## src/hw/cpuPkg.sv

```systemverilog
`default_nettype none

package cpuPkg;

    // Machine widths and memory sizes
    localparam int DataWidth    = 32;
    localparam int RegAddrWidth = 5;
    localparam int ImemWords    = 64;
    localparam int DmemWords    = 64;
    localparam int MemAddrWidth = 6;

    typedef logic [DataWidth-1:0]    word_t;
    typedef logic [RegAddrWidth-1:0] regAddr_t;
    typedef logic [MemAddrWidth-1:0] memAddr_t;
    typedef logic [4:0]              shamt_t;

    // Instruction field positions
    localparam int OpcodeLsb = 26;
    localparam int RsLsb     = 21;
    localparam int RtLsb     = 16;
    localparam int RdLsb     = 11;
    localparam int ShamtLsb  = 6;

    localparam logic [5:0] OpRtype = 6'b000000;
    localparam logic [5:0] OpAddi  = 6'b001000;
    localparam logic [5:0] OpLw    = 6'b100011;
    localparam logic [5:0] OpSw    = 6'b101011;
    localparam logic [5:0] OpBeq   = 6'b000100;
    localparam logic [5:0] OpBne   = 6'b000101;

    // R-type function field
    localparam logic [5:0] FnAdd = 6'b100000;
    localparam logic [5:0] FnSub = 6'b100010;
    localparam logic [5:0] FnAnd = 6'b100100;
    localparam logic [5:0] FnOr  = 6'b100101;
    localparam logic [5:0] FnSlt = 6'b101010;
    localparam logic [5:0] FnSll = 6'b000000;

    typedef enum logic [2:0] {AluAdd, AluSub, AluAnd, AluOr, AluSlt, AluSll} aluOp_t;

    // How execute should pick the ALU operation
    typedef enum logic [1:0] {ModeMem, ModeBranch, ModeFunct, ModeAddi} aluMode_t;

    // Host map, byte addresses
    localparam int ApbAddrWidth = 9;
    localparam logic [ApbAddrWidth-1:0] ApbImemBase = 9'h000;
    localparam logic [ApbAddrWidth-1:0] ApbCtrlAddr = 9'h100;
    localparam logic [ApbAddrWidth-1:0] ApbRegBase  = 9'h180;

endpackage

`default_nettype wire

```

## src/hw/apbHost.sv

```systemverilog
`timescale 1ns/100ps
`default_nettype none

module apbHost import cpuPkg::*; (
    input  wire logic                    i_clk,
    input  wire logic                    i_rst,
    input  wire logic                    i_psel,
    input  wire logic                    i_penable,
    input  wire logic                    i_pwrite,
    input  wire logic [ApbAddrWidth-1:0] i_paddr,
    input  wire word_t                   i_pwdata,
    input  wire word_t                   i_dbgData,
    output word_t                        o_prdata,
    output logic                         o_pready,
    output logic                         o_pslverr,
    output logic                         o_run,
    output logic                         o_imemWe,
    output memAddr_t                     o_imemAddr,
    output word_t                        o_imemData,
    output regAddr_t                     o_dbgAddr
);

    logic access;
    logic aligned;
    logic imemSel;
    logic ctrlSel;
    logic regSel;
    logic mapped;

    ////////////////////////////////////////////////////////////
    // Address decode
    ////////////////////////////////////////////////////////////
    assign access  = i_psel && i_penable;
    assign aligned = (i_paddr[1:0] == 2'b00);
    // Lower half is program memory
    assign imemSel = aligned && (i_paddr[8] == ApbImemBase[8]);
    assign ctrlSel = (i_paddr == ApbCtrlAddr);
    // Top quarter, one word per register
    assign regSel  = aligned && (i_paddr[8:7] == ApbRegBase[8:7]);
    assign mapped  = imemSel || ctrlSel || regSel;

    // No wait states
    assign o_pready  = access;
    assign o_pslverr = access && (!mapped || (imemSel && !i_pwrite) || (regSel && i_pwrite));

    always_ff @(posedge i_clk) begin
        if (i_rst) begin
            o_run <= 1'b0;
        end else if (access && i_pwrite && ctrlSel) begin
            o_run <= i_pwdata[0];
        end
    end

    assign o_imemWe   = access && i_pwrite && imemSel;
    assign o_imemAddr = i_paddr[MemAddrWidth+1:2];
    assign o_imemData = i_pwdata;
    assign o_dbgAddr  = i_paddr[RegAddrWidth+1:2];

    always_comb begin
        o_prdata = '0;
        if (access && !i_pwrite) begin
            if (ctrlSel) begin
                o_prdata = {{(DataWidth-1){1'b0}}, o_run};
            end else if (regSel) begin
                o_prdata = i_dbgData;
            end
        end
    end

    // Master must keep PSEL for the whole transfer
    penableNeedsPsel: assert property (@(posedge i_clk) disable iff (i_rst)
        i_penable |-> i_psel);

endmodule

`default_nettype wire

```

## config.mk

```make
export PLATFORM = sky130hd
export DESIGN_NAME = apbHost
export DESIGN_NICKNAME = d
export VERILOG_FILES = /design/src/hw/cpuPkg.sv /design/src/hw/apbHost.sv
export SDC_FILE = /design/constraint.sdc
export NUM_CORES = 1
export LEC_CHECK = 0
export ABC_AREA = 1
export BUFFER_PORTS_ARGS = -buffer_cell sky130_fd_sc_hd__buf_2
export CORE_AREA = 2 2 63 65
export DETAILED_ROUTE_END_ITERATION = 6
export DIE_AREA = 0 0 65 67
export HOLD_SLACK_MARGIN = 0.08
export PLACE_DENSITY = 0.72
export SLEW_MARGIN = 0
export SYNTH_ARGS = -nofsm -noshare
export SYNTH_HDL_FRONTEND = slang
export SYNTH_SLANG_ARGS = --single-unit
```

## constraint.sdc

```tcl
create_clock -name i_clk -period 0.8 [get_ports i_clk]
set_input_delay 0 -clock i_clk [delete_from_list [all_inputs] [get_ports i_clk]]
set_output_delay 0 -clock i_clk [all_outputs]
set_load 0.05 [all_outputs]
```

==> qor.csv <==
stage,metric,value,unit
status,status,"complete, but fails checks",
status,violations,setup timing,
clocking,clkTransAtPathRegs,0,ns
setup_path,end_kind,output pin,
final_layout,fin_nets,324,
setup_path,max_stage_delay,0.15,ns
route,via_per_inst,4.27,
pwr,swShare,61.0,%
worst_hold_path,holdPathEnd,o_run,
timing,whs,0.235,ns
final_layout,largest_reg_flops,1,
setup_path,cp_max_fo,9,
floorplanning,die-area,4360,um^2
route,drt_iter0_markers,3,
route,wl,3860,um
synth,syn_nets,218,
route,wl_per_cell,13.2,um
run,max_cap_viol_count,0,
grt,grt_max_degree,11,
route,drc_errors,0,
timing,hold_viol,0,
timing,worst_slack,-0.172,ns
pwr,power_leakage,1.37,nW
final_layout,multi_input_area,845,um^2
final_layout,top_regs,o_run: 1 flops,
synth,synth.distinct_cells,22,
final_layout,fillerInstances,257,
route,ant_nets,0,
setup_path,worstSetupStartpointType,input port,
route,first_pass_iters,2,
synth,avgSynthCellArea,6.15,um^2
timing,period_share,121,%
setup_path,r2r_cells,5,
grt,grt_pass1_vias,1156,
pwr,p_int,0.000483,W
grt,track_usage,14.0,%
floorplanning,ios,157,
final_layout,finalNonFillerCells,292,
setup_path,crit_type,in2out,
synth,synth_warnings,0,
setup_path,worstPathCellList,buf_8 -> inv_8 -> nand2_8 -> nor2_8 -> buf_12 -> buf_12 -> nand2_2 -> nor2_4 -> buf_8,
worst_hold_path,worstHoldPathCells,4,
final_layout,regMostFlops,o_run,
pwr,clkPwrFrac,0,%
placed_design,portBuffers,94,
pwr,comb_power_share,96.2,%
placed_design,gp_congestion,0.660,
final_layout,final_common_cell,buf_2,
final_layout,stdcell_area,2480,um^2
synth,synth_cells,140,
final_layout,seq_area,23.8,um^2
timing,tightest_slew,0.543,ns
placed_design,hpwl,2130,um
timing,slew_violations,0,
setup_path,crit_family,buffers and inverters,
synth,yosysSeqAreaShare,2.33,%
timing,skew,0,ns
synth,yosys.area.top_type,buf_4,
placed_design,placedInstanceArea,1550,um^2
synth,yosys-top-cells-area,"buf_4 38%, nand2_1 13%, nor2_1 11%",
floorplanning,placementRows,22,
floorplanning,dieWidth,65,um
timing,fmax,1030,MHz
setup_path,arrival,0.97,ns
floorplanning,core_area,3610,um^2
clocking,clock_latency,0,ns
pwr,ir_worst_vdd,500,uV
final_layout,areaGrowthSynthToFinish,188,%
setup_path,cp_num_buf_inv,5,
synth,syn_area,861,um^2
route,vias,1247,
pwr,p_per_area,500,nW/um^2
setup_path,r2r_start,o_run,
synth,netlist.area_leader.share,37.5,%
setup_path,slowest_stage,nor2_8,
setup_path,r2r-end,o_run,
timing,relSlewSlack,64.0,%
timing,period_needed,0.972,ns
placed_design,dp.cells,254,
floorplanning,start_util,23.9,%
worst_hold_path,holdCritPathClass,in2reg,
setup_path,r2r_setup_slack,0.06,ns
worst_hold_path,worstHoldStart,i_rst,
grt,grt_pass1_wl,4940,um
final_layout,layout_common_cells,"55 x buf_2, 31 x dlymetal6s4s_1, 31 x buf_6",
pwr,power_frac_seq,3.8,%
pwr,power.switching,0.000755,W
setup_path,required,0.80,ns
synth,ys_ff_latch,1,
floorplanning,die_h,67,um
grt,grt-ovfl-total,0,
timing,setup_violations,33,
final_layout,drive_gt1_share,80.3,%
grt,antenna_found_initial,0,
timing,rsz0062_at_grt,true,
final_layout,diodes,0,
==> cell usage after synthesis <==
cell      n
o21ai_0   2
buf_4    43
nor3b_1   3
or2_4     1
nand4_1   1
nor2_4    1
nor2_8    1
inv_4     1
inv_2     1
dfxtp_1   1
buf_2     2
nand2_1  29
nand2_2   4
nor3_1    1
inv_1     8
buf_6     3
nor2_2    1
a21oi_1   2
nor3b_2   7
nor2_1   26
nand3_1   1
nand3_2   1
==> power by group through the flow <==
stage	combinational [W]	clock, W	sequential, W
final	0.00119	0	0.0000476
after global routing	0.00123	0	0.0000476
after CTS	0.00113	0	0.0000476
after detailed placement	0.000613	0	0.0000476
after global placement	0.000608	0	0.0000476
after floorplan	0.000837	0	0.0000476
==> final cells by class <==
type	count	share of cell area, %
multi-input combinational	81	34.1
inverter	10	3.63
timing repair buffer	152	58.9
sequential	1	0.959
tap	48	2.42
==> logic make-up after synthesis <==
logic type,share of synthesized area [%]
buffers and inverters,47.2
AO/OA/AOI/OAI,2.33
flip-flops,2.33
AND/OR/NAND/NOR,48.1
==> worst max-delay path by stage <==
stage | end | cells after the start | startpoint | slack, ns
6_report | o_prdata[8] | 9 | i_paddr[0] | -0.17
3_5_place_dp | o_prdata[8] | 8 | i_paddr[1] | -0.35
3_3_place_gp | o_prdata[8] | 8 | i_paddr[1] | -0.34
4_1_cts | o_prdata[29] | 9 | i_paddr[1] | -0.15
2_1_floorplan | o_prdata[20] | 5 | i_paddr[1] | -0.22
5_1_grt | o_prdata[8] | 9 | i_paddr[1] | -0.21
==> metrics by stage <==
step | setup TNS (ns) | total power (W) | utilization, % | setup slack, ns
floorplan | -1.48 | 0.000885 | - | -0.219
global placement | -10.30 | 0.000656 | 43.1 | -0.338
detailed placement | -10.57 | 0.000660 | 43.1 | -0.349
CTS | -5.78 | 0.00118 | 63.4 | -0.146
global route | -5.63 | 0.00128 | 68.7 | -0.211
finish | -4.12 | 0.00124 | 68.7 | -0.172
==> repair_timing <==
| action | 4_1_cts | 5_1_grt |
|---|---|---|
| setup endpoints to repair | 35 | 66 |
| endpoints found under the hold margin | 31 | 0 |
| hold buffers | 31 | 0 |
| resized for setup | 100 | 62 |
| pin swaps | 17 | 5 |
| buffers inserted | 5 | 1 |
| cloned | 1 | 0 |
==> worst reg2reg max path, cell delays in order (launching register included) <==
cell,delay (ns)
dfxtp_4,0.33
buf_4,0.13
inv_1,0.04
nand2_1,0.05
inv_1,0.05
nor2_1,0.03
==> per-layer routing <==
metal  track usage, %  part of all wire, %  vias to the layer above
met4                0                    0                        0
met3             1.18                   10                        0
li1                 -                    -                      593
met5                0                    0                        -
met1             14.3                   30                      560
met2             31.4                   59                       94
Note: power is estimated with default switching activity, not from simulation.
