$ cat config.mk
export PLATFORM = sky130hd
export DESIGN_NAME = memoryStage_flat
export DESIGN_NICKNAME = d
export VERILOG_FILES = /design/src/hw/cpuPkg.sv /design/src/hw/stageBus.sv /design/src/hw/memoryStage.sv /design/src/flat_wrapper.sv
export SDC_FILE = /design/constraint.sdc
export NUM_CORES = 2
export LEC_CHECK = 0
export BUFFER_PORTS_ARGS = -buffer_cell sky130_fd_sc_hd__buf_4
export CAP_MARGIN = 15
export CORE_MARGIN = 2
export CORE_UTILIZATION = 54
export CTS_CLUSTER_SIZE = 12
export DETAILED_ROUTE_END_ITERATION = 16
export MAX_ROUTING_LAYER = met4
export PLACE_DENSITY = 0.7
export SYNTH_ARGS = -nofsm -noshare
export SYNTH_HDL_FRONTEND = slang
export SYNTH_SLANG_ARGS = --single-unit
$ cat constraint.sdc
create_clock -name i_clk -period 11.6 [get_ports i_clk]
set_input_delay 1.74 -clock i_clk [delete_from_list [all_inputs] [get_ports i_clk]]
set_output_delay 1.74 -clock i_clk [all_outputs]
set_load 0.02 [all_outputs]
$ cat src/hw/cpuPkg.sv
`default_nettype none

package cpuPkg;

    // Machine widths and memory sizes
    localparam int DataWidth    = 32;
    localparam int RegAddrWidth = 5;
    localparam int ImemWords    = 64;
    localparam int DmemWords    = 64;
    localparam int MemAddrWidth = 6;

    typedef logic [DataWidth-1:0]    word_t;
    typedef logic [RegAddrWidth-1:0] regAddr_t;
    typedef logic [MemAddrWidth-1:0] memAddr_t;
    typedef logic [4:0]              shamt_t;

    // Instruction field positions
    localparam int OpcodeLsb = 26;
    localparam int RsLsb     = 21;
    localparam int RtLsb     = 16;
    localparam int RdLsb     = 11;
    localparam int ShamtLsb  = 6;

    localparam logic [5:0] OpRtype = 6'b000000;
    localparam logic [5:0] OpAddi  = 6'b001000;
    localparam logic [5:0] OpLw    = 6'b100011;
    localparam logic [5:0] OpSw    = 6'b101011;
    localparam logic [5:0] OpBeq   = 6'b000100;
    localparam logic [5:0] OpBne   = 6'b000101;

    // R-type function field
    localparam logic [5:0] FnAdd = 6'b100000;
    localparam logic [5:0] FnSub = 6'b100010;
    localparam logic [5:0] FnAnd = 6'b100100;
    localparam logic [5:0] FnOr  = 6'b100101;
    localparam logic [5:0] FnSlt = 6'b101010;
    localparam logic [5:0] FnSll = 6'b000000;

    typedef enum logic [2:0] {AluAdd, AluSub, AluAnd, AluOr, AluSlt, AluSll} aluOp_t;

    // How execute should pick the ALU operation
    typedef enum logic [1:0] {ModeMem, ModeBranch, ModeFunct, ModeAddi} aluMode_t;

    // Host map, byte addresses
    localparam int ApbAddrWidth = 9;
    localparam logic [ApbAddrWidth-1:0] ApbImemBase = 9'h000;
    localparam logic [ApbAddrWidth-1:0] ApbCtrlAddr = 9'h100;
    localparam logic [ApbAddrWidth-1:0] ApbRegBase  = 9'h180;

endpackage

`default_nettype wire

$ cat src/hw/stageBus.sv
`timescale 1ns/100ps
`default_nettype none


// Execute to memory
interface exMemBus import cpuPkg::*; ();
    word_t    aluResult;
    logic     zero;
    word_t    branchTarget;
    word_t    storeData;
    regAddr_t destReg;
    logic     branch;
    logic     branchNot;
    logic     memRead;
    logic     memWrite;
    logic     memToReg;
    logic     regWrite;

    modport producer (output aluResult, zero, branchTarget, storeData, destReg,
        branch, branchNot, memRead, memWrite, memToReg, regWrite);
    modport consumer (input aluResult, zero, branchTarget, storeData, destReg,
        branch, branchNot, memRead, memWrite, memToReg, regWrite);
endinterface

`default_nettype wire

$ cat src/hw/memoryStage.sv
`timescale 1ns/100ps
`default_nettype none

module memoryStage import cpuPkg::*; (
    input  wire logic  i_clk,
    input  wire logic  i_rst,
    input  wire logic  i_run,
    exMemBus.consumer  exMem,
    output logic       o_redirect,
    output word_t      o_redirectPc,
    output logic       o_wbEn,
    output regAddr_t   o_wbReg,
    output word_t      o_wbData
);

    word_t    dmem [DmemWords];
    memAddr_t dAddr;
    logic     wbMemToReg;
    word_t    wbAlu;
    word_t    wbLoad;

    // Branch resolves here, delay slots keep running
    assign o_redirect   = (exMem.branch && exMem.zero) || (exMem.branchNot && !exMem.zero);
    assign o_redirectPc = exMem.branchTarget;

    ////////////////////////////////////////////////////////////
    // Data memory, word addressed
    ////////////////////////////////////////////////////////////
    assign dAddr = exMem.aluResult[MemAddrWidth+1:2];

    always_ff @(posedge i_clk) begin
        if (exMem.memWrite) begin
            dmem[dAddr] <= exMem.storeData;
        end
    end

    ////////////////////////////////////////////////////////////
    // MEM/WB register
    ////////////////////////////////////////////////////////////
    always_ff @(posedge i_clk) begin
        if (i_rst || !i_run) begin
            o_wbEn <= 1'b0;
        end else begin
            o_wbEn <= exMem.regWrite;
        end
    end

    always_ff @(posedge i_clk) begin
        o_wbReg    <= exMem.destReg;
        wbAlu      <= exMem.aluResult;
        wbMemToReg <= exMem.memToReg;
        if (exMem.memRead) begin
            wbLoad <= dmem[dAddr];
        end
    end

    assign o_wbData = wbMemToReg ? wbLoad : wbAlu;

    // Decode never makes an instruction both load and store
    noLoadAndStore: assert property (@(posedge i_clk) disable iff (i_rst)
        !(exMem.memRead && exMem.memWrite));

endmodule

`default_nettype wire

$ cat src/flat_wrapper.sv
// flat-port wrapper written by rule: the top's interface ports become plain ports
module memoryStage_flat import cpuPkg::*;
  (i_clk, i_rst, i_run, o_redirect, o_redirectPc, o_wbEn, o_wbReg, o_wbData, exMem_aluResult, exMem_zero, exMem_branchTarget, exMem_storeData, exMem_destReg, exMem_branch, exMem_branchNot, exMem_memRead, exMem_memWrite, exMem_memToReg, exMem_regWrite);
  exMemBus exMem_i ();
  input  wire logic i_clk;
  input  wire logic i_rst;
  input  wire logic i_run;
  output logic o_redirect;
  output word_t o_redirectPc;
  output logic o_wbEn;
  output regAddr_t o_wbReg;
  output word_t o_wbData;
  input wire logic [$bits(exMem_i.aluResult)-1:0] exMem_aluResult;
  input wire logic [$bits(exMem_i.zero)-1:0] exMem_zero;
  input wire logic [$bits(exMem_i.branchTarget)-1:0] exMem_branchTarget;
  input wire logic [$bits(exMem_i.storeData)-1:0] exMem_storeData;
  input wire logic [$bits(exMem_i.destReg)-1:0] exMem_destReg;
  input wire logic [$bits(exMem_i.branch)-1:0] exMem_branch;
  input wire logic [$bits(exMem_i.branchNot)-1:0] exMem_branchNot;
  input wire logic [$bits(exMem_i.memRead)-1:0] exMem_memRead;
  input wire logic [$bits(exMem_i.memWrite)-1:0] exMem_memWrite;
  input wire logic [$bits(exMem_i.memToReg)-1:0] exMem_memToReg;
  input wire logic [$bits(exMem_i.regWrite)-1:0] exMem_regWrite;
  assign exMem_i.aluResult = exMem_aluResult;
  assign exMem_i.zero = exMem_zero;
  assign exMem_i.branchTarget = exMem_branchTarget;
  assign exMem_i.storeData = exMem_storeData;
  assign exMem_i.destReg = exMem_destReg;
  assign exMem_i.branch = exMem_branch;
  assign exMem_i.branchNot = exMem_branchNot;
  assign exMem_i.memRead = exMem_memRead;
  assign exMem_i.memWrite = exMem_memWrite;
  assign exMem_i.memToReg = exMem_memToReg;
  assign exMem_i.regWrite = exMem_regWrite;
  memoryStage u_core (.i_clk(i_clk), .i_rst(i_rst), .i_run(i_run), .exMem(exMem_i), .o_redirect(o_redirect), .o_redirectPc(o_redirectPc), .o_wbEn(o_wbEn), .o_wbReg(o_wbReg), .o_wbData(o_wbData));
endmodule
==> impl_metrics.py <==
metrics = {
    "status": {
        "status": "complete, no violations",
    },
    "yosys": {
        "ys_seq_elements": 2119,
        "ys_seq_area_frac": 0.781,
        "synth_top_family_by_area": "compound AO/OA/AOI/OAI gates",
        "synth_simple_gate_area_frac": 0.0288,
        "synthAdderAreaFrac": 0,
        "synth_edf_count": 2080,
        "synth_ff_type": "edfxtp_1",
        "synthesis.nets": 4662,
        "avgSynthCellArea_um2": 17.8,
        "synth_xor_area_frac": 0,
        "synth-compound-area-share": 0.107,
        "syn-cell-area_um2": 81000,
        "synth_cells": 4551,
        "synth_cell_types": 61,
        "yosys_warnings": 0,
        "async_reset_ff_frac": 0,
        "synth.area.mux_share": 0.0571,
    },
    "clocking": {
        "htree_levels": 4,
        "clock_latency_ns": 0.86,
        "post_cts_buffers": 0,
        "cts_buffers": 210,
        "root_buffer": "clkbuf_16",
        "cts_resized": 0,
        "cts_hold_buffers": 0,
        "clock-sinks": 2119,
        "clk_pin_slew_ns": 0.06,
        "cts_tree": "built",
        "cts.path.max_buffers": 3,
    },
    "routing": {
        "drc": 0,
        "antenna_left": 0,
        "wl_um": 248000,
        "firstDrtPassIters": 6,
        "vias": 48100,
        "drt_iter0_drc": 8523,
        "vias_per_cell": 7.06,
        "wire_per_inst_um": 36.4,
    },
    "min_path": {
        "hold_class": "register to register",
    },
    "power": {
        "p_per_area_nw_per_um2": 174,
        "p_leak_nw": 28.4,
        "vdd_drop_max_v": 0.000121,
        "power_mw": 15.7,
    },
    "sta": {
        "maxSlewHeadroom": 0.206,
        "clock.fmax_mhz": 170,
        "skew_ns": 0.0365,
        "tns_ns": 0,
        "rsz0062_at_grt": "false",
        "final.min_clock_period_ns": 5.87,
        "period_share": 0.506,
        "setup_viol": 0,
        "maxSlewViolCount": 0,
        "worst_pin_slew_ns": 1.19,
        "hold_violations": 0,
    },
    "place": {
        "routabilityCongestion": 0.873,
        "dp.final_hpwl_um": 135000,
        "port_buffers": 117,
    },
    "setup_path": {
        "critPathKind": "primary input to register",
        "end_kind": "register",
        "worstPathArrival_ns": 6.35,
        "reg2reg_slack_ns": 9.02,
        "path_max_fanout": 100,
        "start_kind": "primary input",
        "required_ns": 12.08,
    },
    "floorplan": {
        "fp-row-count": 142,
        "fp.dieH_um": 391,
        "start_util": 0.542,
        "io_pins": 182,
        "dieArea_um2": 153000,
        "core_area_um2": 149000,
        "die_x_um": 391,
    },
    "global_routing": {
        "grt_pass1_vias": 45300,
        "gr-total-overflow": 0,
        "antenna_found_initial": 7,
        "grt_max_degree": 148,
        "track_usage": 0.332,
        "grt_pass1_wl_um": 345000,
    },
    "cells_and_area": {
        "syn_to_final_growth_pct": 11.4,
        "final_common_cell": "edfxtp_1",
        "mostFrequentLayoutCells": "edfxtp_1 (2080), a221oi_1 (326), a22oi_1 (238), buf_4 (238), clkbuf_16 (215)",
        "layout-drive-gt1-share": 0.159,
        "nNetsFinal": 4755,
    },
    "run": {
        "maxCapViolCount": 0,
    },
}
per-layer routing:
layer / wire length (µm) / up-vias / GRT usage / share of wire
met5: 0 / - / - / 0
met1: 89500 / 24300 / 0.448 / 0.36
met2: 111000 / 4085 / 0.482 / 0.45
li1: - / 19000 / - / -
met3: 34300 / 675 / 0.0817 / 0.14
met4: 12600 / 0 / 0.151 / 0.051
cells in the mapped netlist, types with 12 or more instances:
library cell  count  share of area
edfxtp_1       2080           0.77
a221oi_1        326          0.035
a22oi_1         238          0.022
nor2_1          228          0.011
mux2i_1         207          0.026
a21oi_1         160         0.0099
o21ai_0         131         0.0081
nand2_1         128         0.0059
buf_2           121         0.0075
clkbuf_1        112         0.0052
o22ai_1          84         0.0065
mux2_2           77          0.011
buf_4            68         0.0063
mux4_2           65          0.018
o221ai_1         41         0.0044
dfxtp_1          39         0.0096
nor3_1           37         0.0023
buf_6            36         0.0050
a22o_1           30         0.0032
buf_1            30         0.0014
nand3_1          27         0.0017
o2bb2ai_1        21         0.0023
a211oi_1         19         0.0018
o21ai_1          17         0.0011
or4_1            16         0.0015
a221o_1          15         0.0019
nor2b_1          15         0.0012
nand4_1          14         0.0011
nand2b_1         13         0.0010
a2111oi_0        12         0.0013
a221oi_2         12         0.0022
a31oi_1          12        0.00093
registers in the layout (all words and copies together), names as in the netlist:
| register | count |
|---|---|
| u_core.o_wbEn | 1 |
| u_core.wbMemToReg | 1 |
| u_core.dmem | 2048 |
| u_core.wbAlu | 32 |
| u_core.wbLoad | 32 |
| u_core.o_wbReg | 5 |
worst paths after layout:
| path | start | to | depth (start not counted) |
|---|---|---|---|
| max | exMem_aluResult[3] | u_core.dmem[15][20] | 7 |
| min | u_core.dmem[28][25] | u_core.wbLoad[25] | 3 |
| max reg2reg | u_core.dmem[0][29] | u_core.wbLoad[29] | 5 |
| min reg2reg | u_core.dmem[28][25] | u_core.wbLoad[25] | 3 |
worst max-delay path: stages:
cell and delay [ns]:
buf_8 0.38, buf_12 0.44, and2_4 0.70, buf_12 0.46
nand3_1 0.76, nor2_4 0.90, buf_4 0.54
where the power goes:
group / switching, mW / internal, mW
registers: 0.0287 / 8.48
logic: 0.625 / 0.245
clock network: 2.78 / 3.51
cells by family after synthesis:
group	Yosys count
multiplexers	366
AND/OR/NAND/NOR	516
buffers and inverters	371
flip-flops	2119
AO/OA/AOI/OAI	1179
final cells by class:
| type | instances | area, µm² |
|---|---|---|
| sequential | 2119 | 63200 |
| inverter | 3 | 18.8 |
| fill | 10600 | 59200 |
| timing repair buffer | 249 | 1980 |
| clock inverter | 52 | 425 |
| clock buffer | 301 | 5770 |
| tap | 2016 | 2520 |
| multi-input combinational | 2061 | 16200 |
| antenna | 8 | 20.0 |
metrics by stage:
stage | worst slack [ns] | cell area (µm²) | hold slack, ns | instances | util
2_1_floorplan | 6.63 | 81000 | 0.610 | 4551 | -
3_3_place_gp | 5.14 | 84000 | 0.640 | 6447 | 0.562
3_5_place_dp | 5.06 | 84000 | 0.633 | 6447 | 0.562
4_1_cts | 5.96 | 90200 | 0.652 | 6800 | 0.604
5_1_grt | 5.76 | 90200 | 0.704 | 6809 | 0.604
6_report | 5.73 | 90200 | 0.647 | 6809 | 0.604
Note: power is estimated with default switching activity, not from simulation.
