$ cat src/hw/cpuPkg.sv
`default_nettype none

package cpuPkg;

    // Machine widths and memory sizes
    localparam int DataWidth    = 32;
    localparam int RegAddrWidth = 5;
    localparam int ImemWords    = 64;
    localparam int DmemWords    = 64;
    localparam int MemAddrWidth = 6;

    typedef logic [DataWidth-1:0]    word_t;
    typedef logic [RegAddrWidth-1:0] regAddr_t;
    typedef logic [MemAddrWidth-1:0] memAddr_t;
    typedef logic [4:0]              shamt_t;

    // Instruction field positions
    localparam int OpcodeLsb = 26;
    localparam int RsLsb     = 21;
    localparam int RtLsb     = 16;
    localparam int RdLsb     = 11;
    localparam int ShamtLsb  = 6;

    localparam logic [5:0] OpRtype = 6'b000000;
    localparam logic [5:0] OpAddi  = 6'b001000;
    localparam logic [5:0] OpLw    = 6'b100011;
    localparam logic [5:0] OpSw    = 6'b101011;
    localparam logic [5:0] OpBeq   = 6'b000100;
    localparam logic [5:0] OpBne   = 6'b000101;

    // R-type function field
    localparam logic [5:0] FnAdd = 6'b100000;
    localparam logic [5:0] FnSub = 6'b100010;
    localparam logic [5:0] FnAnd = 6'b100100;
    localparam logic [5:0] FnOr  = 6'b100101;
    localparam logic [5:0] FnSlt = 6'b101010;
    localparam logic [5:0] FnSll = 6'b000000;

    typedef enum logic [2:0] {AluAdd, AluSub, AluAnd, AluOr, AluSlt, AluSll} aluOp_t;

    // How execute should pick the ALU operation
    typedef enum logic [1:0] {ModeMem, ModeBranch, ModeFunct, ModeAddi} aluMode_t;

    // Host map, byte addresses
    localparam int ApbAddrWidth = 9;
    localparam logic [ApbAddrWidth-1:0] ApbImemBase = 9'h000;
    localparam logic [ApbAddrWidth-1:0] ApbCtrlAddr = 9'h100;
    localparam logic [ApbAddrWidth-1:0] ApbRegBase  = 9'h180;

endpackage

`default_nettype wire

$ cat src/hw/stageBus.sv
`timescale 1ns/100ps
`default_nettype none

// Decode to execute
interface idExBus import cpuPkg::*; ();
    word_t    readData1;
    word_t    readData2;
    word_t    immExt;
    regAddr_t rt;
    regAddr_t rd;
    shamt_t   shamt;
    logic [5:0] funct;
    word_t    pcPlus4;
    aluMode_t aluMode;
    logic     aluSrc;
    logic     regDst;
    logic     branch;
    logic     branchNot;
    logic     memRead;
    logic     memWrite;
    logic     memToReg;
    logic     regWrite;

    modport producer (output readData1, readData2, immExt, rt, rd, shamt, funct, pcPlus4,
        aluMode, aluSrc, regDst, branch, branchNot, memRead, memWrite, memToReg, regWrite);
    modport consumer (input readData1, readData2, immExt, rt, rd, shamt, funct, pcPlus4,
        aluMode, aluSrc, regDst, branch, branchNot, memRead, memWrite, memToReg, regWrite);
endinterface

// Execute to memory
interface exMemBus import cpuPkg::*; ();
    word_t    aluResult;
    logic     zero;
    word_t    branchTarget;
    word_t    storeData;
    regAddr_t destReg;
    logic     branch;
    logic     branchNot;
    logic     memRead;
    logic     memWrite;
    logic     memToReg;
    logic     regWrite;

    modport producer (output aluResult, zero, branchTarget, storeData, destReg,
        branch, branchNot, memRead, memWrite, memToReg, regWrite);
    modport consumer (input aluResult, zero, branchTarget, storeData, destReg,
        branch, branchNot, memRead, memWrite, memToReg, regWrite);
endinterface

`default_nettype wire

$ cat src/hw/executeStage.sv
`timescale 1ns/100ps
`default_nettype none

module executeStage import cpuPkg::*; (
    input wire logic  i_clk,
    input wire logic  i_rst,
    input wire logic  i_run,
    idExBus.consumer  idEx,
    exMemBus.producer exMem
);

    aluOp_t aluOp;
    word_t  operandB;
    word_t  result;

    ////////////////////////////////////////////////////////////
    // ALU control
    ////////////////////////////////////////////////////////////
    always_comb begin
        case (idEx.aluMode)
            ModeMem:    aluOp = AluAdd;
            ModeAddi:   aluOp = AluAdd;
            // Compare by subtraction, zero flag decides
            ModeBranch: aluOp = AluSub;
            default: begin
                case (idEx.funct)
                    FnSub:   aluOp = AluSub;
                    FnAnd:   aluOp = AluAnd;
                    FnOr:    aluOp = AluOr;
                    FnSlt:   aluOp = AluSlt;
                    FnSll:   aluOp = AluSll;
                    default: aluOp = AluAdd;
                endcase
            end
        endcase
    end

    assign operandB = idEx.aluSrc ? idEx.immExt : idEx.readData2;

    always_comb begin
        case (aluOp)
            AluAdd:  result = idEx.readData1 + operandB;
            AluSub:  result = idEx.readData1 - operandB;
            AluAnd:  result = idEx.readData1 & operandB;
            AluOr:   result = idEx.readData1 | operandB;
            AluSlt:  result = {{(DataWidth-1){1'b0}}, $signed(idEx.readData1) < $signed(operandB)};
            // sll shifts rt
            AluSll:  result = operandB << idEx.shamt;
            default: result = '0;
        endcase
    end

    ////////////////////////////////////////////////////////////
    // EX/MEM register
    ////////////////////////////////////////////////////////////
    always_ff @(posedge i_clk) begin
        if (i_rst || !i_run) begin
            exMem.branch    <= 1'b0;
            exMem.branchNot <= 1'b0;
            exMem.memRead   <= 1'b0;
            exMem.memWrite  <= 1'b0;
            exMem.regWrite  <= 1'b0;
        end else begin
            exMem.branch    <= idEx.branch;
            exMem.branchNot <= idEx.branchNot;
            exMem.memRead   <= idEx.memRead;
            exMem.memWrite  <= idEx.memWrite;
            exMem.regWrite  <= idEx.regWrite;
        end
    end

    always_ff @(posedge i_clk) begin
        exMem.aluResult    <= result;
        exMem.zero         <= (result == '0);
        exMem.branchTarget <= idEx.pcPlus4 + {idEx.immExt[DataWidth-3:0], 2'b00};
        exMem.storeData    <= idEx.readData2;
        exMem.destReg      <= idEx.regDst ? idEx.rd : idEx.rt;
        exMem.memToReg     <= idEx.memToReg;
    end

endmodule

`default_nettype wire

$ cat src/flat_wrapper.sv
// flat-port wrapper written by rule: the top's interface ports become plain ports
module executeStage_flat import cpuPkg::*;
  (i_clk, i_rst, i_run, idEx_readData1, idEx_readData2, idEx_immExt, idEx_rt, idEx_rd, idEx_shamt, idEx_funct, idEx_pcPlus4, idEx_aluMode, idEx_aluSrc, idEx_regDst, idEx_branch, idEx_branchNot, idEx_memRead, idEx_memWrite, idEx_memToReg, idEx_regWrite, exMem_aluResult, exMem_zero, exMem_branchTarget, exMem_storeData, exMem_destReg, exMem_branch, exMem_branchNot, exMem_memRead, exMem_memWrite, exMem_memToReg, exMem_regWrite);
  idExBus idEx_i ();
  exMemBus exMem_i ();
  input wire logic i_clk;
  input wire logic i_rst;
  input wire logic i_run;
  input wire logic [$bits(idEx_i.readData1)-1:0] idEx_readData1;
  input wire logic [$bits(idEx_i.readData2)-1:0] idEx_readData2;
  input wire logic [$bits(idEx_i.immExt)-1:0] idEx_immExt;
  input wire logic [$bits(idEx_i.rt)-1:0] idEx_rt;
  input wire logic [$bits(idEx_i.rd)-1:0] idEx_rd;
  input wire logic [$bits(idEx_i.shamt)-1:0] idEx_shamt;
  input wire logic [$bits(idEx_i.funct)-1:0] idEx_funct;
  input wire logic [$bits(idEx_i.pcPlus4)-1:0] idEx_pcPlus4;
  input wire logic [$bits(idEx_i.aluMode)-1:0] idEx_aluMode;
  input wire logic [$bits(idEx_i.aluSrc)-1:0] idEx_aluSrc;
  input wire logic [$bits(idEx_i.regDst)-1:0] idEx_regDst;
  input wire logic [$bits(idEx_i.branch)-1:0] idEx_branch;
  input wire logic [$bits(idEx_i.branchNot)-1:0] idEx_branchNot;
  input wire logic [$bits(idEx_i.memRead)-1:0] idEx_memRead;
  input wire logic [$bits(idEx_i.memWrite)-1:0] idEx_memWrite;
  input wire logic [$bits(idEx_i.memToReg)-1:0] idEx_memToReg;
  input wire logic [$bits(idEx_i.regWrite)-1:0] idEx_regWrite;
  output wire logic [$bits(exMem_i.aluResult)-1:0] exMem_aluResult;
  output wire logic [$bits(exMem_i.zero)-1:0] exMem_zero;
  output wire logic [$bits(exMem_i.branchTarget)-1:0] exMem_branchTarget;
  output wire logic [$bits(exMem_i.storeData)-1:0] exMem_storeData;
  output wire logic [$bits(exMem_i.destReg)-1:0] exMem_destReg;
  output wire logic [$bits(exMem_i.branch)-1:0] exMem_branch;
  output wire logic [$bits(exMem_i.branchNot)-1:0] exMem_branchNot;
  output wire logic [$bits(exMem_i.memRead)-1:0] exMem_memRead;
  output wire logic [$bits(exMem_i.memWrite)-1:0] exMem_memWrite;
  output wire logic [$bits(exMem_i.memToReg)-1:0] exMem_memToReg;
  output wire logic [$bits(exMem_i.regWrite)-1:0] exMem_regWrite;
  assign idEx_i.readData1 = idEx_readData1;
  assign idEx_i.readData2 = idEx_readData2;
  assign idEx_i.immExt = idEx_immExt;
  assign idEx_i.rt = idEx_rt;
  assign idEx_i.rd = idEx_rd;
  assign idEx_i.shamt = idEx_shamt;
  assign idEx_i.funct = idEx_funct;
  assign idEx_i.pcPlus4 = idEx_pcPlus4;
  assign idEx_i.aluMode = idEx_aluMode;
  assign idEx_i.aluSrc = idEx_aluSrc;
  assign idEx_i.regDst = idEx_regDst;
  assign idEx_i.branch = idEx_branch;
  assign idEx_i.branchNot = idEx_branchNot;
  assign idEx_i.memRead = idEx_memRead;
  assign idEx_i.memWrite = idEx_memWrite;
  assign idEx_i.memToReg = idEx_memToReg;
  assign idEx_i.regWrite = idEx_regWrite;
  assign exMem_aluResult = exMem_i.aluResult;
  assign exMem_zero = exMem_i.zero;
  assign exMem_branchTarget = exMem_i.branchTarget;
  assign exMem_storeData = exMem_i.storeData;
  assign exMem_destReg = exMem_i.destReg;
  assign exMem_branch = exMem_i.branch;
  assign exMem_branchNot = exMem_i.branchNot;
  assign exMem_memRead = exMem_i.memRead;
  assign exMem_memWrite = exMem_i.memWrite;
  assign exMem_memToReg = exMem_i.memToReg;
  assign exMem_regWrite = exMem_i.regWrite;
  executeStage u_core (.i_clk(i_clk), .i_rst(i_rst), .i_run(i_run), .idEx(idEx_i), .exMem(exMem_i));
endmodule
$ cat config.mk
export PLATFORM = sky130hd
export DESIGN_NAME = executeStage_flat
export DESIGN_NICKNAME = d
export VERILOG_FILES = /design/src/hw/cpuPkg.sv /design/src/hw/stageBus.sv /design/src/hw/executeStage.sv /design/src/flat_wrapper.sv
export SDC_FILE = /design/constraint.sdc
export NUM_CORES = 1
export LEC_CHECK = 0
export BUFFER_PORTS_ARGS = -buffer_cell sky130_fd_sc_hd__buf_4
export CAP_MARGIN = 0
export CORE_MARGIN = 5
export CORE_UTILIZATION = 56
export DETAILED_ROUTE_END_ITERATION = 10
export PLACE_DENSITY = 0.9
export SYNTH_ARGS = -nofsm -noshare
export SYNTH_HDL_FRONTEND = slang
export SYNTH_SLANG_ARGS = --single-unit
$ cat constraint.sdc
create_clock -name i_clk -period 9.2 [get_ports i_clk]
set_input_delay 2.3 -clock i_clk [delete_from_list [all_inputs] [get_ports i_clk]]
set_output_delay 2.3 -clock i_clk [all_outputs]
set_load 0.03 [all_outputs]
==> summary.txt <==
Logic synthesis
  • Yosys warns: 0
  • Synth area leader: dfxtp_1
  • Most common cell in the netlist: ha_1
  • Post-synth EDFFs: 0
  • Post-synthesis cell type count: 87
  • Top post-synthesis cells by area: dfxtp_1 18%, ha_1 13%, mux4_2 6.6%, mux2i_1 5.7%, a21oi_1 4.2%
  • Flops & latches, synth: 108
  • Gate Count Post-Synth: 1,412
  • Synthesized area: 11,900 um^2
  • Most frequent cells after synthesis: 125 x ha_1, 119 x inv_1, 110 x nor2_1
  • Seq/Total Area, Yosys: 0.182
  • Synth top area share: 0.182
  • Syn_area_per_cell: 8.41 um^2
  • Syn Nets: 1,702
  • Primary FF master, synth: dfxtp_1
  • Post-synth ARST share: 0

Drt
  • Initial DRC Count: 1,564
  • DR vias: 12,667
  • DRT antenna net count: 0
  • Wire per inst: 23.0 um
  • Drt via density: 6.64
  • Drt total wl: 43.8 mm
  • DRT Pass-1 Iters: 10
  • # DRC: 2

Cells and area
  • Share of layout cells above drive strength 1: 0.237
  • Fillers: 1,734
  • Area occupied by registers: 2160 um^2
  • # nets final: 1,916
  • Area of the multi-input gates: 8920 um^2
  • Synthesis-to-layout area growth: 20.1%

Critical path
  • Worst EP required: 9510 ps
  • Crit path to: u_core.exMem.zero
  • CP Capture Type: register
  • Maximum fanout along the worst path: 59
  • CP Launch Point: idEx_aluSrc
  • Crit Path Class: in -> reg
  • Worst setup SP type: input port
  • Worst Path Arrival: 7930 ps

Floorplanning
  • Placeable Area: 21,000 um^2
  • Initial Util: 0.567
  • Cell row count: 53
  • Die area: 24,200 um^2
  • Die W: 156 um
  • Die Ht: 156 um
  • I/O pin cnt: 270

STA
  • Tmin final: 7620 ps
  • Worst-Margin Slew: 1070 ps
  • Final setup viols: 0
  • Endpoints failing hold: 0
  • Relative slew slack: 0.277
  • Fmax: 131 MHz
  • RSZ-0062 raised after global routing: no
  • Final WS setup: 1580 ps
  • Final worst-path cycle share: 0.828
  • Fin Setup TNS: 0 ps
  • Final Slew Violations: 0

Clock tree
  • H-tree levels: 3
  • Clk sink count: 108
  • CTS clock-pin slew for the worst setup and hold paths: 80 ps
  • Post-CTS Resized: 0
  • Post-CTS Setup Bufs: 0
  • Clk buf depth: 2
  • CTS Buf Count: 9
  • CTS tree: built
  • Hold Buf Count CTS: 0
  • Root Buffer: clkbuf_16

Run status
  • Failing checks: DRC
  • Status: finished, violations left

Placed design
  • IO buf count: 269
  • Final Wtd Congestion: 1.05
  • Pre-CTS setup slack: 1270 ps
  • DPL Wire Length: 34.7 mm

Job
  • Max Cap Viol: 0

GRT
  • Vias in the first global route: 12,009
  • First-pass GRT wire length: 67.1 mm
  • Overall Global Routing Usage: 0.347
  • GR Overflow Total: 0
  • Initial antenna violation count: 1
  • Pin count of the biggest net entering global routing: 65

Power and ir drop
  • Power density cells: 142 nW/um^2
  • VDD IR max: 0.0979 mV
  • Leakage power: 6.64 nW

Worst hold path
  • Hold Path Class: in -> reg
layout by cell type (no fill, tap or decap), types with 11 or more instances in the layout:
cell and n:
a211oi_1 19, a21o_1 35, a21oi_1 98, a31oi_1 21
and2_1 11, buf_4 277, dfxtp_1 108, ha_1 125
inv_1 119, mux2_2 31, mux2i_1 68, mux4_2 35
nand2_1 85, nand3_1 32, nand4_1 16, nor2_1 110
nor2b_1 18, nor3_1 25, o211ai_1 16, o21a_1 16
o21ai_0 63, o21bai_1 20, o221ai_1 18, o22ai_1 15
o31ai_1 11, xnor2_1 21, xor2_1 12
registers in the layout, summed over array words and instances, names as in the netlist, 5 cells and up:
| register | cells |
|---|---|
| u_core.exMem.storeData | 32 |
| u_core.exMem.branchTarget | 32 |
| u_core.exMem.destReg | 5 |
| u_core.exMem.aluResult | 32 |
power breakdown:
group | total, W | switching (W) | internal (W)
Clock | 0.000425 | 0.000207 | 0.000218
Sequential | 0.000561 | 0.0000210 | 0.000540
Combinational | 0.00104 | 0.000633 | 0.000405
Total | 0.00202 | 0.000860 | 0.00116
routing by layer:
layer | vias up | part of all wire | track usage
met5 | - | 0 | 0
met2 | 896 | 0.46 | 0.566
li1 | 5732 | - | -
met3 | 129 | 0.13 | 0.0799
met1 | 5910 | 0.38 | 0.460
met4 | 0 | 0.037 | 0.107
area by class of cell:
| class | instances | share of cell area |
|---|---|---|
| Inverter | 121 | 0.0318 |
| Timing Repair Buffer | 277 | 0.146 |
| Antenna cell | 1 | 0.000175 |
| Sequential cell | 108 | 0.152 |
| Clock inverter | 6 | 0.00535 |
| Tap cell | 275 | 0.0241 |
| Clock buffer | 10 | 0.0160 |
| Multi-Input combinational cell | 1109 | 0.625 |
logic make-up after synthesis:
logic type | synth area share
compound gates | 0.258
simple gates | 0.146
buf+inv | 0.0689
mux | 0.184
fa+ha+maj | 0.137
flops | 0.182
xor+xnor | 0.0243
metrics by stage:
| stage | total power, W | hold WS [ps] | cell area [um^2] | cells | util |
|---|---|---|---|---|---|
| global route | 0.00212 | 2020 | 14300 | 1907 | 0.681 |
| global placement | 0.00157 | 2400 | 14000 | 1890 | 0.666 |
| floorplan | 0.00123 | 2330 | 11900 | 1412 | - |
| CTS | 0.00201 | 2030 | 14300 | 1906 | 0.681 |
| finish | 0.00202 | 2030 | 14300 | 1907 | 0.681 |
| detailed placement | 0.00158 | 2410 | 14000 | 1890 | 0.666 |
worst min-delay path by stage:
stage	from	end	slack (ps)	cells after the start
after floorplan	idEx_pcPlus4[0]	u_core.exMem.branchTarget[0]	2330	0
after global placement	idEx_memToReg	u_core.exMem.memToReg	2400	1
after detailed placement	idEx_memToReg	u_core.exMem.memToReg	2410	1
after CTS	idEx_memToReg	u_core.exMem.memToReg	2030	1
after global routing	idEx_memToReg	u_core.exMem.memToReg	2020	1
final	idEx_memToReg	u_core.exMem.memToReg	2030	1
critical path, cell delays in order:
cell	delay (ps)
buf_4	670
mux2i_1	470
inv_1	120
ha_1	230
inv_1	80
fa_1	230
nand2b_1	150
a211oi_1	110
o41ai_1	660
o21ai_0	370
o31ai_1	470
mux2i_1	240
o211ai_1	120
or4_1	530
a211o_1	290
or4_1	490
nor4_1	170
and4b_1	210
Power figures use the tool's default switching activity.
