**src/hw/cpuPkg.sv**
```systemverilog
`default_nettype none

package cpuPkg;

    // Machine widths and memory sizes
    localparam int DataWidth    = 32;
    localparam int RegAddrWidth = 5;
    localparam int ImemWords    = 64;
    localparam int DmemWords    = 64;
    localparam int MemAddrWidth = 6;

    typedef logic [DataWidth-1:0]    word_t;
    typedef logic [RegAddrWidth-1:0] regAddr_t;
    typedef logic [MemAddrWidth-1:0] memAddr_t;
    typedef logic [4:0]              shamt_t;

    // Instruction field positions
    localparam int OpcodeLsb = 26;
    localparam int RsLsb     = 21;
    localparam int RtLsb     = 16;
    localparam int RdLsb     = 11;
    localparam int ShamtLsb  = 6;

    localparam logic [5:0] OpRtype = 6'b000000;
    localparam logic [5:0] OpAddi  = 6'b001000;
    localparam logic [5:0] OpLw    = 6'b100011;
    localparam logic [5:0] OpSw    = 6'b101011;
    localparam logic [5:0] OpBeq   = 6'b000100;
    localparam logic [5:0] OpBne   = 6'b000101;

    // R-type function field
    localparam logic [5:0] FnAdd = 6'b100000;
    localparam logic [5:0] FnSub = 6'b100010;
    localparam logic [5:0] FnAnd = 6'b100100;
    localparam logic [5:0] FnOr  = 6'b100101;
    localparam logic [5:0] FnSlt = 6'b101010;
    localparam logic [5:0] FnSll = 6'b000000;

    typedef enum logic [2:0] {AluAdd, AluSub, AluAnd, AluOr, AluSlt, AluSll} aluOp_t;

    // How execute should pick the ALU operation
    typedef enum logic [1:0] {ModeMem, ModeBranch, ModeFunct, ModeAddi} aluMode_t;

    // Host map, byte addresses
    localparam int ApbAddrWidth = 9;
    localparam logic [ApbAddrWidth-1:0] ApbImemBase = 9'h000;
    localparam logic [ApbAddrWidth-1:0] ApbCtrlAddr = 9'h100;
    localparam logic [ApbAddrWidth-1:0] ApbRegBase  = 9'h180;

endpackage

`default_nettype wire

```
**src/hw/stageBus.sv**
```systemverilog
`timescale 1ns/100ps
`default_nettype none

// Decode to execute
interface idExBus import cpuPkg::*; ();
    word_t    readData1;
    word_t    readData2;
    word_t    immExt;
    regAddr_t rt;
    regAddr_t rd;
    shamt_t   shamt;
    logic [5:0] funct;
    word_t    pcPlus4;
    aluMode_t aluMode;
    logic     aluSrc;
    logic     regDst;
    logic     branch;
    logic     branchNot;
    logic     memRead;
    logic     memWrite;
    logic     memToReg;
    logic     regWrite;

    modport producer (output readData1, readData2, immExt, rt, rd, shamt, funct, pcPlus4,
        aluMode, aluSrc, regDst, branch, branchNot, memRead, memWrite, memToReg, regWrite);
    modport consumer (input readData1, readData2, immExt, rt, rd, shamt, funct, pcPlus4,
        aluMode, aluSrc, regDst, branch, branchNot, memRead, memWrite, memToReg, regWrite);
endinterface


`default_nettype wire

```
**src/hw/decodeStage.sv**
```systemverilog
`timescale 1ns/100ps
`default_nettype none

module decodeStage import cpuPkg::*; (
    input  wire logic     i_clk,
    input  wire logic     i_rst,
    input  wire logic     i_run,
    input  wire word_t    i_instr,
    input  wire word_t    i_pcPlus4,
    input  wire logic     i_wbEn,
    input  wire regAddr_t i_wbReg,
    input  wire word_t    i_wbData,
    input  wire regAddr_t i_dbgAddr,
    output word_t         o_dbgData,
    idExBus.producer      idEx
);

    word_t      regFile [2**RegAddrWidth];
    logic [5:0] opcode;
    regAddr_t   rs;
    regAddr_t   rt;
    word_t      rsData;
    word_t      rtData;
    word_t      immExt;
    aluMode_t   aluMode;
    logic       aluSrc;
    logic       regDst;
    logic       branch;
    logic       branchNot;
    logic       memRead;
    logic       memWrite;
    logic       memToReg;
    logic       regWrite;

    // Read with write-through of the writeback result
    function automatic word_t readReg(input regAddr_t addr);
        if (addr == '0) begin
            return '0;
        end
        if (i_wbEn && (i_wbReg == addr)) begin
            return i_wbData;
        end
        return regFile[addr];
    endfunction

    assign opcode = i_instr[OpcodeLsb +: 6];
    assign rs     = i_instr[RsLsb +: RegAddrWidth];
    assign rt     = i_instr[RtLsb +: RegAddrWidth];
    assign immExt = {{16{i_instr[15]}}, i_instr[15:0]};

    ////////////////////////////////////////////////////////////
    // Control decode
    ////////////////////////////////////////////////////////////
    always_comb begin
        aluMode   = ModeFunct;
        aluSrc    = 1'b0;
        regDst    = 1'b0;
        branch    = 1'b0;
        branchNot = 1'b0;
        memRead   = 1'b0;
        memWrite  = 1'b0;
        memToReg  = 1'b0;
        regWrite  = 1'b0;
        case (opcode)
            OpRtype: begin
                regDst   = 1'b1;
                regWrite = 1'b1;
            end
            OpAddi: begin
                aluMode  = ModeAddi;
                aluSrc   = 1'b1;
                regWrite = 1'b1;
            end
            OpLw: begin
                aluMode  = ModeMem;
                aluSrc   = 1'b1;
                memRead  = 1'b1;
                memToReg = 1'b1;
                regWrite = 1'b1;
            end
            OpSw: begin
                aluMode  = ModeMem;
                aluSrc   = 1'b1;
                memWrite = 1'b1;
            end
            OpBeq: begin
                aluMode = ModeBranch;
                branch  = 1'b1;
            end
            OpBne: begin
                aluMode   = ModeBranch;
                branchNot = 1'b1;
            end
            // Unknown opcodes fall through as a bubble
            default: ;
        endcase
    end

    ////////////////////////////////////////////////////////////
    // Register file
    ////////////////////////////////////////////////////////////
    always_ff @(posedge i_clk) begin
        if (i_rst) begin
            for (int i = 0; i < 2**RegAddrWidth; i++) begin
                regFile[i] <= '0;
            end
        end else if (i_wbEn && (i_wbReg != '0)) begin
            regFile[i_wbReg] <= i_wbData;
        end
    end

    always_comb begin
        rsData    = readReg(rs);
        rtData    = readReg(rt);
        o_dbgData = readReg(i_dbgAddr);
    end

    ////////////////////////////////////////////////////////////
    // ID/EX register
    ////////////////////////////////////////////////////////////
    always_ff @(posedge i_clk) begin
        if (i_rst || !i_run) begin
            idEx.branch    <= 1'b0;
            idEx.branchNot <= 1'b0;
            idEx.memRead   <= 1'b0;
            idEx.memWrite  <= 1'b0;
            idEx.regWrite  <= 1'b0;
        end else begin
            idEx.branch    <= branch;
            idEx.branchNot <= branchNot;
            idEx.memRead   <= memRead;
            idEx.memWrite  <= memWrite;
            idEx.regWrite  <= regWrite;
        end
    end

    always_ff @(posedge i_clk) begin
        idEx.readData1 <= rsData;
        idEx.readData2 <= rtData;
        idEx.immExt    <= immExt;
        idEx.rt        <= rt;
        idEx.rd        <= i_instr[RdLsb +: RegAddrWidth];
        idEx.shamt     <= i_instr[ShamtLsb +: 5];
        idEx.funct     <= i_instr[5:0];
        idEx.pcPlus4   <= i_pcPlus4;
        idEx.aluMode   <= aluMode;
        idEx.aluSrc    <= aluSrc;
        idEx.regDst    <= regDst;
        idEx.memToReg  <= memToReg;
    end

endmodule

`default_nettype wire

```
**src/flat_wrapper.sv**
```systemverilog
// flat-port wrapper written by rule: the top's interface ports become plain ports
module decodeStage_flat import cpuPkg::*;
  (i_clk, i_rst, i_run, i_instr, i_pcPlus4, i_wbEn, i_wbReg, i_wbData, i_dbgAddr, o_dbgData, idEx_readData1, idEx_readData2, idEx_immExt, idEx_rt, idEx_rd, idEx_shamt, idEx_funct, idEx_pcPlus4, idEx_aluMode, idEx_aluSrc, idEx_regDst, idEx_branch, idEx_branchNot, idEx_memRead, idEx_memWrite, idEx_memToReg, idEx_regWrite);
  idExBus idEx_i ();
  input  wire logic i_clk;
  input  wire logic i_rst;
  input  wire logic i_run;
  input  wire word_t i_instr;
  input  wire word_t i_pcPlus4;
  input  wire logic i_wbEn;
  input  wire regAddr_t i_wbReg;
  input  wire word_t i_wbData;
  input  wire regAddr_t i_dbgAddr;
  output word_t o_dbgData;
  output wire logic [$bits(idEx_i.readData1)-1:0] idEx_readData1;
  output wire logic [$bits(idEx_i.readData2)-1:0] idEx_readData2;
  output wire logic [$bits(idEx_i.immExt)-1:0] idEx_immExt;
  output wire logic [$bits(idEx_i.rt)-1:0] idEx_rt;
  output wire logic [$bits(idEx_i.rd)-1:0] idEx_rd;
  output wire logic [$bits(idEx_i.shamt)-1:0] idEx_shamt;
  output wire logic [$bits(idEx_i.funct)-1:0] idEx_funct;
  output wire logic [$bits(idEx_i.pcPlus4)-1:0] idEx_pcPlus4;
  output wire logic [$bits(idEx_i.aluMode)-1:0] idEx_aluMode;
  output wire logic [$bits(idEx_i.aluSrc)-1:0] idEx_aluSrc;
  output wire logic [$bits(idEx_i.regDst)-1:0] idEx_regDst;
  output wire logic [$bits(idEx_i.branch)-1:0] idEx_branch;
  output wire logic [$bits(idEx_i.branchNot)-1:0] idEx_branchNot;
  output wire logic [$bits(idEx_i.memRead)-1:0] idEx_memRead;
  output wire logic [$bits(idEx_i.memWrite)-1:0] idEx_memWrite;
  output wire logic [$bits(idEx_i.memToReg)-1:0] idEx_memToReg;
  output wire logic [$bits(idEx_i.regWrite)-1:0] idEx_regWrite;
  assign idEx_readData1 = idEx_i.readData1;
  assign idEx_readData2 = idEx_i.readData2;
  assign idEx_immExt = idEx_i.immExt;
  assign idEx_rt = idEx_i.rt;
  assign idEx_rd = idEx_i.rd;
  assign idEx_shamt = idEx_i.shamt;
  assign idEx_funct = idEx_i.funct;
  assign idEx_pcPlus4 = idEx_i.pcPlus4;
  assign idEx_aluMode = idEx_i.aluMode;
  assign idEx_aluSrc = idEx_i.aluSrc;
  assign idEx_regDst = idEx_i.regDst;
  assign idEx_branch = idEx_i.branch;
  assign idEx_branchNot = idEx_i.branchNot;
  assign idEx_memRead = idEx_i.memRead;
  assign idEx_memWrite = idEx_i.memWrite;
  assign idEx_memToReg = idEx_i.memToReg;
  assign idEx_regWrite = idEx_i.regWrite;
  decodeStage u_core (.i_clk(i_clk), .i_rst(i_rst), .i_run(i_run), .i_instr(i_instr), .i_pcPlus4(i_pcPlus4), .i_wbEn(i_wbEn), .i_wbReg(i_wbReg), .i_wbData(i_wbData), .i_dbgAddr(i_dbgAddr), .o_dbgData(o_dbgData), .idEx(idEx_i));
endmodule
```
**config.mk**
```make
export PLATFORM = sky130hd
export DESIGN_NAME = decodeStage_flat
export DESIGN_NICKNAME = d
export VERILOG_FILES = /design/src/hw/cpuPkg.sv /design/src/hw/stageBus.sv /design/src/hw/decodeStage.sv /design/src/flat_wrapper.sv
export SDC_FILE = /design/constraint.sdc
export NUM_CORES = 2
export LEC_CHECK = 0
export ABC_AREA = 0
export BUFFER_PORTS_ARGS = -buffer_cell sky130_fd_sc_hd__buf_2
export CELL_PAD_IN_SITES_DETAIL_PLACEMENT = 2
export CELL_PAD_IN_SITES_GLOBAL_PLACEMENT = 2
export CORE_ASPECT_RATIO = 0.75
export CORE_MARGIN = 5
export CORE_UTILIZATION = 37
export DETAILED_ROUTE_END_ITERATION = 6
export GPL_ROUTABILITY_DRIVEN = 0
export PLACE_DENSITY = 0.64
export SYNTH_ARGS = -nofsm -noshare
export SYNTH_HDL_FRONTEND = slang
export SYNTH_SLANG_ARGS = --single-unit
```
**constraint.sdc**
```tcl
create_clock -name i_clk -period 6.71 [get_ports i_clk]
set_input_delay 1.0065 -clock i_clk [delete_from_list [all_inputs] [get_ports i_clk]]
set_output_delay 1.0065 -clock i_clk [all_outputs]
set_load 0.02 [all_outputs]
```
==> flow_metrics.tcl <==
set metrics [dict create \
    rrSetupSlack_ps 4040 \
    hold_class "input pin to flop" \
    ctsResizeCount 0 \
    synth_fa_ha_area_share_pct 0 \
    track_usage_pct 33.7 \
    synthArstFlopShare_pct 0 \
    critPathTopFamily "buffers and inverters" \
    design_area_sq_um 75000 \
    synth_xor_area_share_pct 0.198 \
    r2r-end "u_core.idEx.readData1[19]" \
    wl_per_cell_um 45.0 \
    clock_skew_ps 24.8 \
    p_per_area_nw_per_um2 260 \
    start_util_pct 37.3 \
    place_hpwl_um 190000 \
    cts_tree "yes" \
    numCtsBuffers 138 \
    netlist_area_sq_um 66500 \
    setup_ws_ps 1150 \
    final.min_clock_period_ps 5560 \
    place_ws_ps 1210 \
    clkTransAtPathRegs_ps 60 \
    cts_setup_buffers 0 \
    violations "design-rule violations" \
    synth_top_family_by_area "multiplexers" \
    chipHeight_um 377 \
    finalNetCount 4783 \
    hold_start "i_pcPlus4[24]" \
    via_per_inst 6.82 \
    end_kind "output pin" \
    irDropWorstVdd_mv 0.196 \
    hold_violations 0 \
    insertion_delay_ps 800 \
    worstSetupPathType "input pin to output pin" \
    syn_area_per_cell_sq_um 14.6 \
    grt_pass1_vias 49100 \
    slew-limit-headroom_pct 3.97 \
    crit_chain "buf_8 -> buf_12 -> mux4_2 -> mux2i_1 -> nor3_1 -> a311oi_1 -> a21oi_1 -> buf_2" \
    critPathLaunchType "input pin" \
    rsz0062_at_grt "false" \
    ant_nets 0 \
    drv_slew 0 \
    ys_seq_area_share_pct 50.1 \
    firstDrtPassIters 7 \
    num_vias 49100 \
    core_sq_um 178000 \
    clockRootBuffer "clkbuf_16" \
    grt_max_degree 101 \
    antenna_found_initial 44 \
    cp_num_buf_inv 3 \
    synth_cell_types 69 \
    ys.flop_type "edfxtp_1" \
    yosys.area_share.simple_pct 13.0 \
    cts_buffer_depth 3 \
    holdPathStages 1 \
    max_freq_ghz 0.180 \
    fp-row-count 134 \
    yosys_warnings 0 \
    cts_hold_buf 0 \
    r2r.worst_path.cells 5 \
    drive_above_1_share_pct 30.7 \
    gr-total-overflow 0 \
    pin_count 301 \
    worst_pin_slew_ps 1430 \
    critPathMaxStageDelay_ps 680 \
    cp_data_required_time_ps 5700 \
    drc_errors 2 \
    cp.arrival_ps 4560 \
    synth_compound_area_share_pct 5.04 \
    ys_ff_latch 1151 \
    slowest_stage "a311oi_1" \
    status "finished, violations left" \
    clock-sinks 1151 \
    p_leak_nw 26.1 \
    r2r-start "u_core.regFile[23][19]" \
    fin_crit_sh_pct 82.9 \
    grt_pass1_wl_um 435000 \
    post_dp_cell_area_sq_um 70400 \
    first_iter_violations 7052 \
    synth.area.mux_share_pct 27.8 \
    routed_wirelength_um 324000 \
    tns_ps 0 \
    crit_fanout 66 \
    maxCapViolCount 0 \
    die_x_um 499 \
    setup_viol 0 \
    synth_edf_count 1024 \
    port_buffers 300 \
    hold_end "u_core.idEx.pcPlus4[24]" \
    dieArea_sq_um 188000 \
    h-tree-depth 4 \
    synthToLayoutAreaGrowth_pct 12.8 \
    synthCells 4561 \
]
==> synth_stat cells, types with 47 or more instances <==
cell      count  share of area, %
o22ai_1      80              0.75
mux4_2      677                23
buf_4        58              0.65
mux4_1       47               1.9
nand2_1     176              0.99
dfxtp_1     127               3.8
edfxtp_1   1024                46
buf_2        94              0.71
mux2i_1     154               2.3
clkbuf_1    312               1.8
and2_1      999               9.4
a22oi_1     105               1.2
nor2_1      111              0.63
==> routing by layer <==
metal | routed length, um | GRT usage [%] | vias up
met4 | 16700 | 16.4 | 4
met1 | 125000 | 44.6 | 26500
met5 | 27 | 0 | -
met3 | 37700 | 9.71 | 710
met2 | 144000 | 51.0 | 3634
li1 | - | - | 18200
==> where the power goes <==
part | leakage (nW) | internal, mW | switching, mW
Sequential | 10.8 | 8.25 | 0.309
Clock | 2.20 | 4.41 | 3.35
Combinational | 13.1 | 1.18 | 1.97
==> logic make-up (layout without fill, tap and decap cells) <==
family                    Yosys count  in the layout
AOI/OAI and AO/OA                 461            461
xor gates and xnor gates           15             15
and+or+nand+nor                  1495           1495
other                               1             64
buffers and inverters             526            723
DFF                              1151           1151
muxes                             912            912
==> layout make-up <==
type	count	area [sq um]
Clock buffer	209	3950
Fill cell	17100	103000
Multi-Input combinational cell	2915	31100
Sequential cell	1151	33300
Timing Repair Buffer	461	2930
Clock inverter	47	562
Tap cell	2380	2980
Antenna cell	32	80.1
Inverter	6	27.5
==> worst reg2reg max path: stages, from the launching register on <==
cell and delay, ps:
edfxtp_1 420, mux4_2 480, mux2i_1 340, o22ai_1 130, nor3_1 810, nor2_1 290
==> stage by stage <==
step / hold WS, ps / instances / utilization [%] / power [mW]
6_report: 311 / 7201 / 42.1 / 19.5
5_1_grt: 268 / 7175 / 42.0 / 20.0
4_1_cts: 263 / 7169 / 42.0 / 19.5
3_5_place_dp: 928 / 6913 / 39.5 / 11.8
3_3_place_gp: 914 / 6913 / 39.5 / 11.7
2_1_floorplan: 786 / 4592 / - / 10.4
==> sequential cells by signal, indices dropped and copies added, names as in the netlist, 2 cells and up <==
signal,count
u_core.idEx.aluMode,2
u_core.idEx.immExt,16
u_core.idEx.pcPlus4,32
u_core.idEx.readData1,32
u_core.idEx.readData2,32
u_core.idEx.rt,5
u_core.regFile,1024
==> worst max-delay path by stage <==
stage,startpoint,to,slack (ps),cells after the start
final,i_dbgAddr[0],o_dbgData[4],1150,8
after global placement,i_dbgAddr[0],o_dbgData[4],1240,8
after floorplan,i_dbgAddr[1],o_dbgData[4],2890,9
after global routing,i_dbgAddr[0],o_dbgData[4],1090,8
after CTS,i_dbgAddr[0],o_dbgData[4],1200,8
after detailed placement,i_dbgAddr[0],o_dbgData[4],1210,8
==> placed cells by master (no fill, tap or decap), types with 31 or more instances in the layout <==
| master | Yosys | final |
|---|---|---|
| a22oi_1 | 105 | 105 |
| clkbuf_1 | 312 | 50 |
| clkbuf_16 | 0 | 140 |
| dfxtp_1 | 127 | 127 |
| buf_2 | 94 | 290 |
| nand3_1 | 45 | 45 |
| mux2i_1 | 154 | 154 |
| buf_4 | 58 | 152 |
| nor2_4 | 0 | 35 |
| conb_1 | 1 | 32 |
| and2_1 | 999 | 995 |
| o21ai_0 | 41 | 41 |
| nor2_1 | 111 | 76 |
| edfxtp_1 | 1024 | 1024 |
| mux4_1 | 47 | 47 |
| mux4_2 | 677 | 677 |
| a21oi_1 | 45 | 44 |
| diode_2 | 0 | 32 |
| a32oi_1 | 31 | 31 |
| nand2_1 | 176 | 174 |
| o22ai_1 | 80 | 80 |
Note: power is estimated with default switching activity, not from simulation.
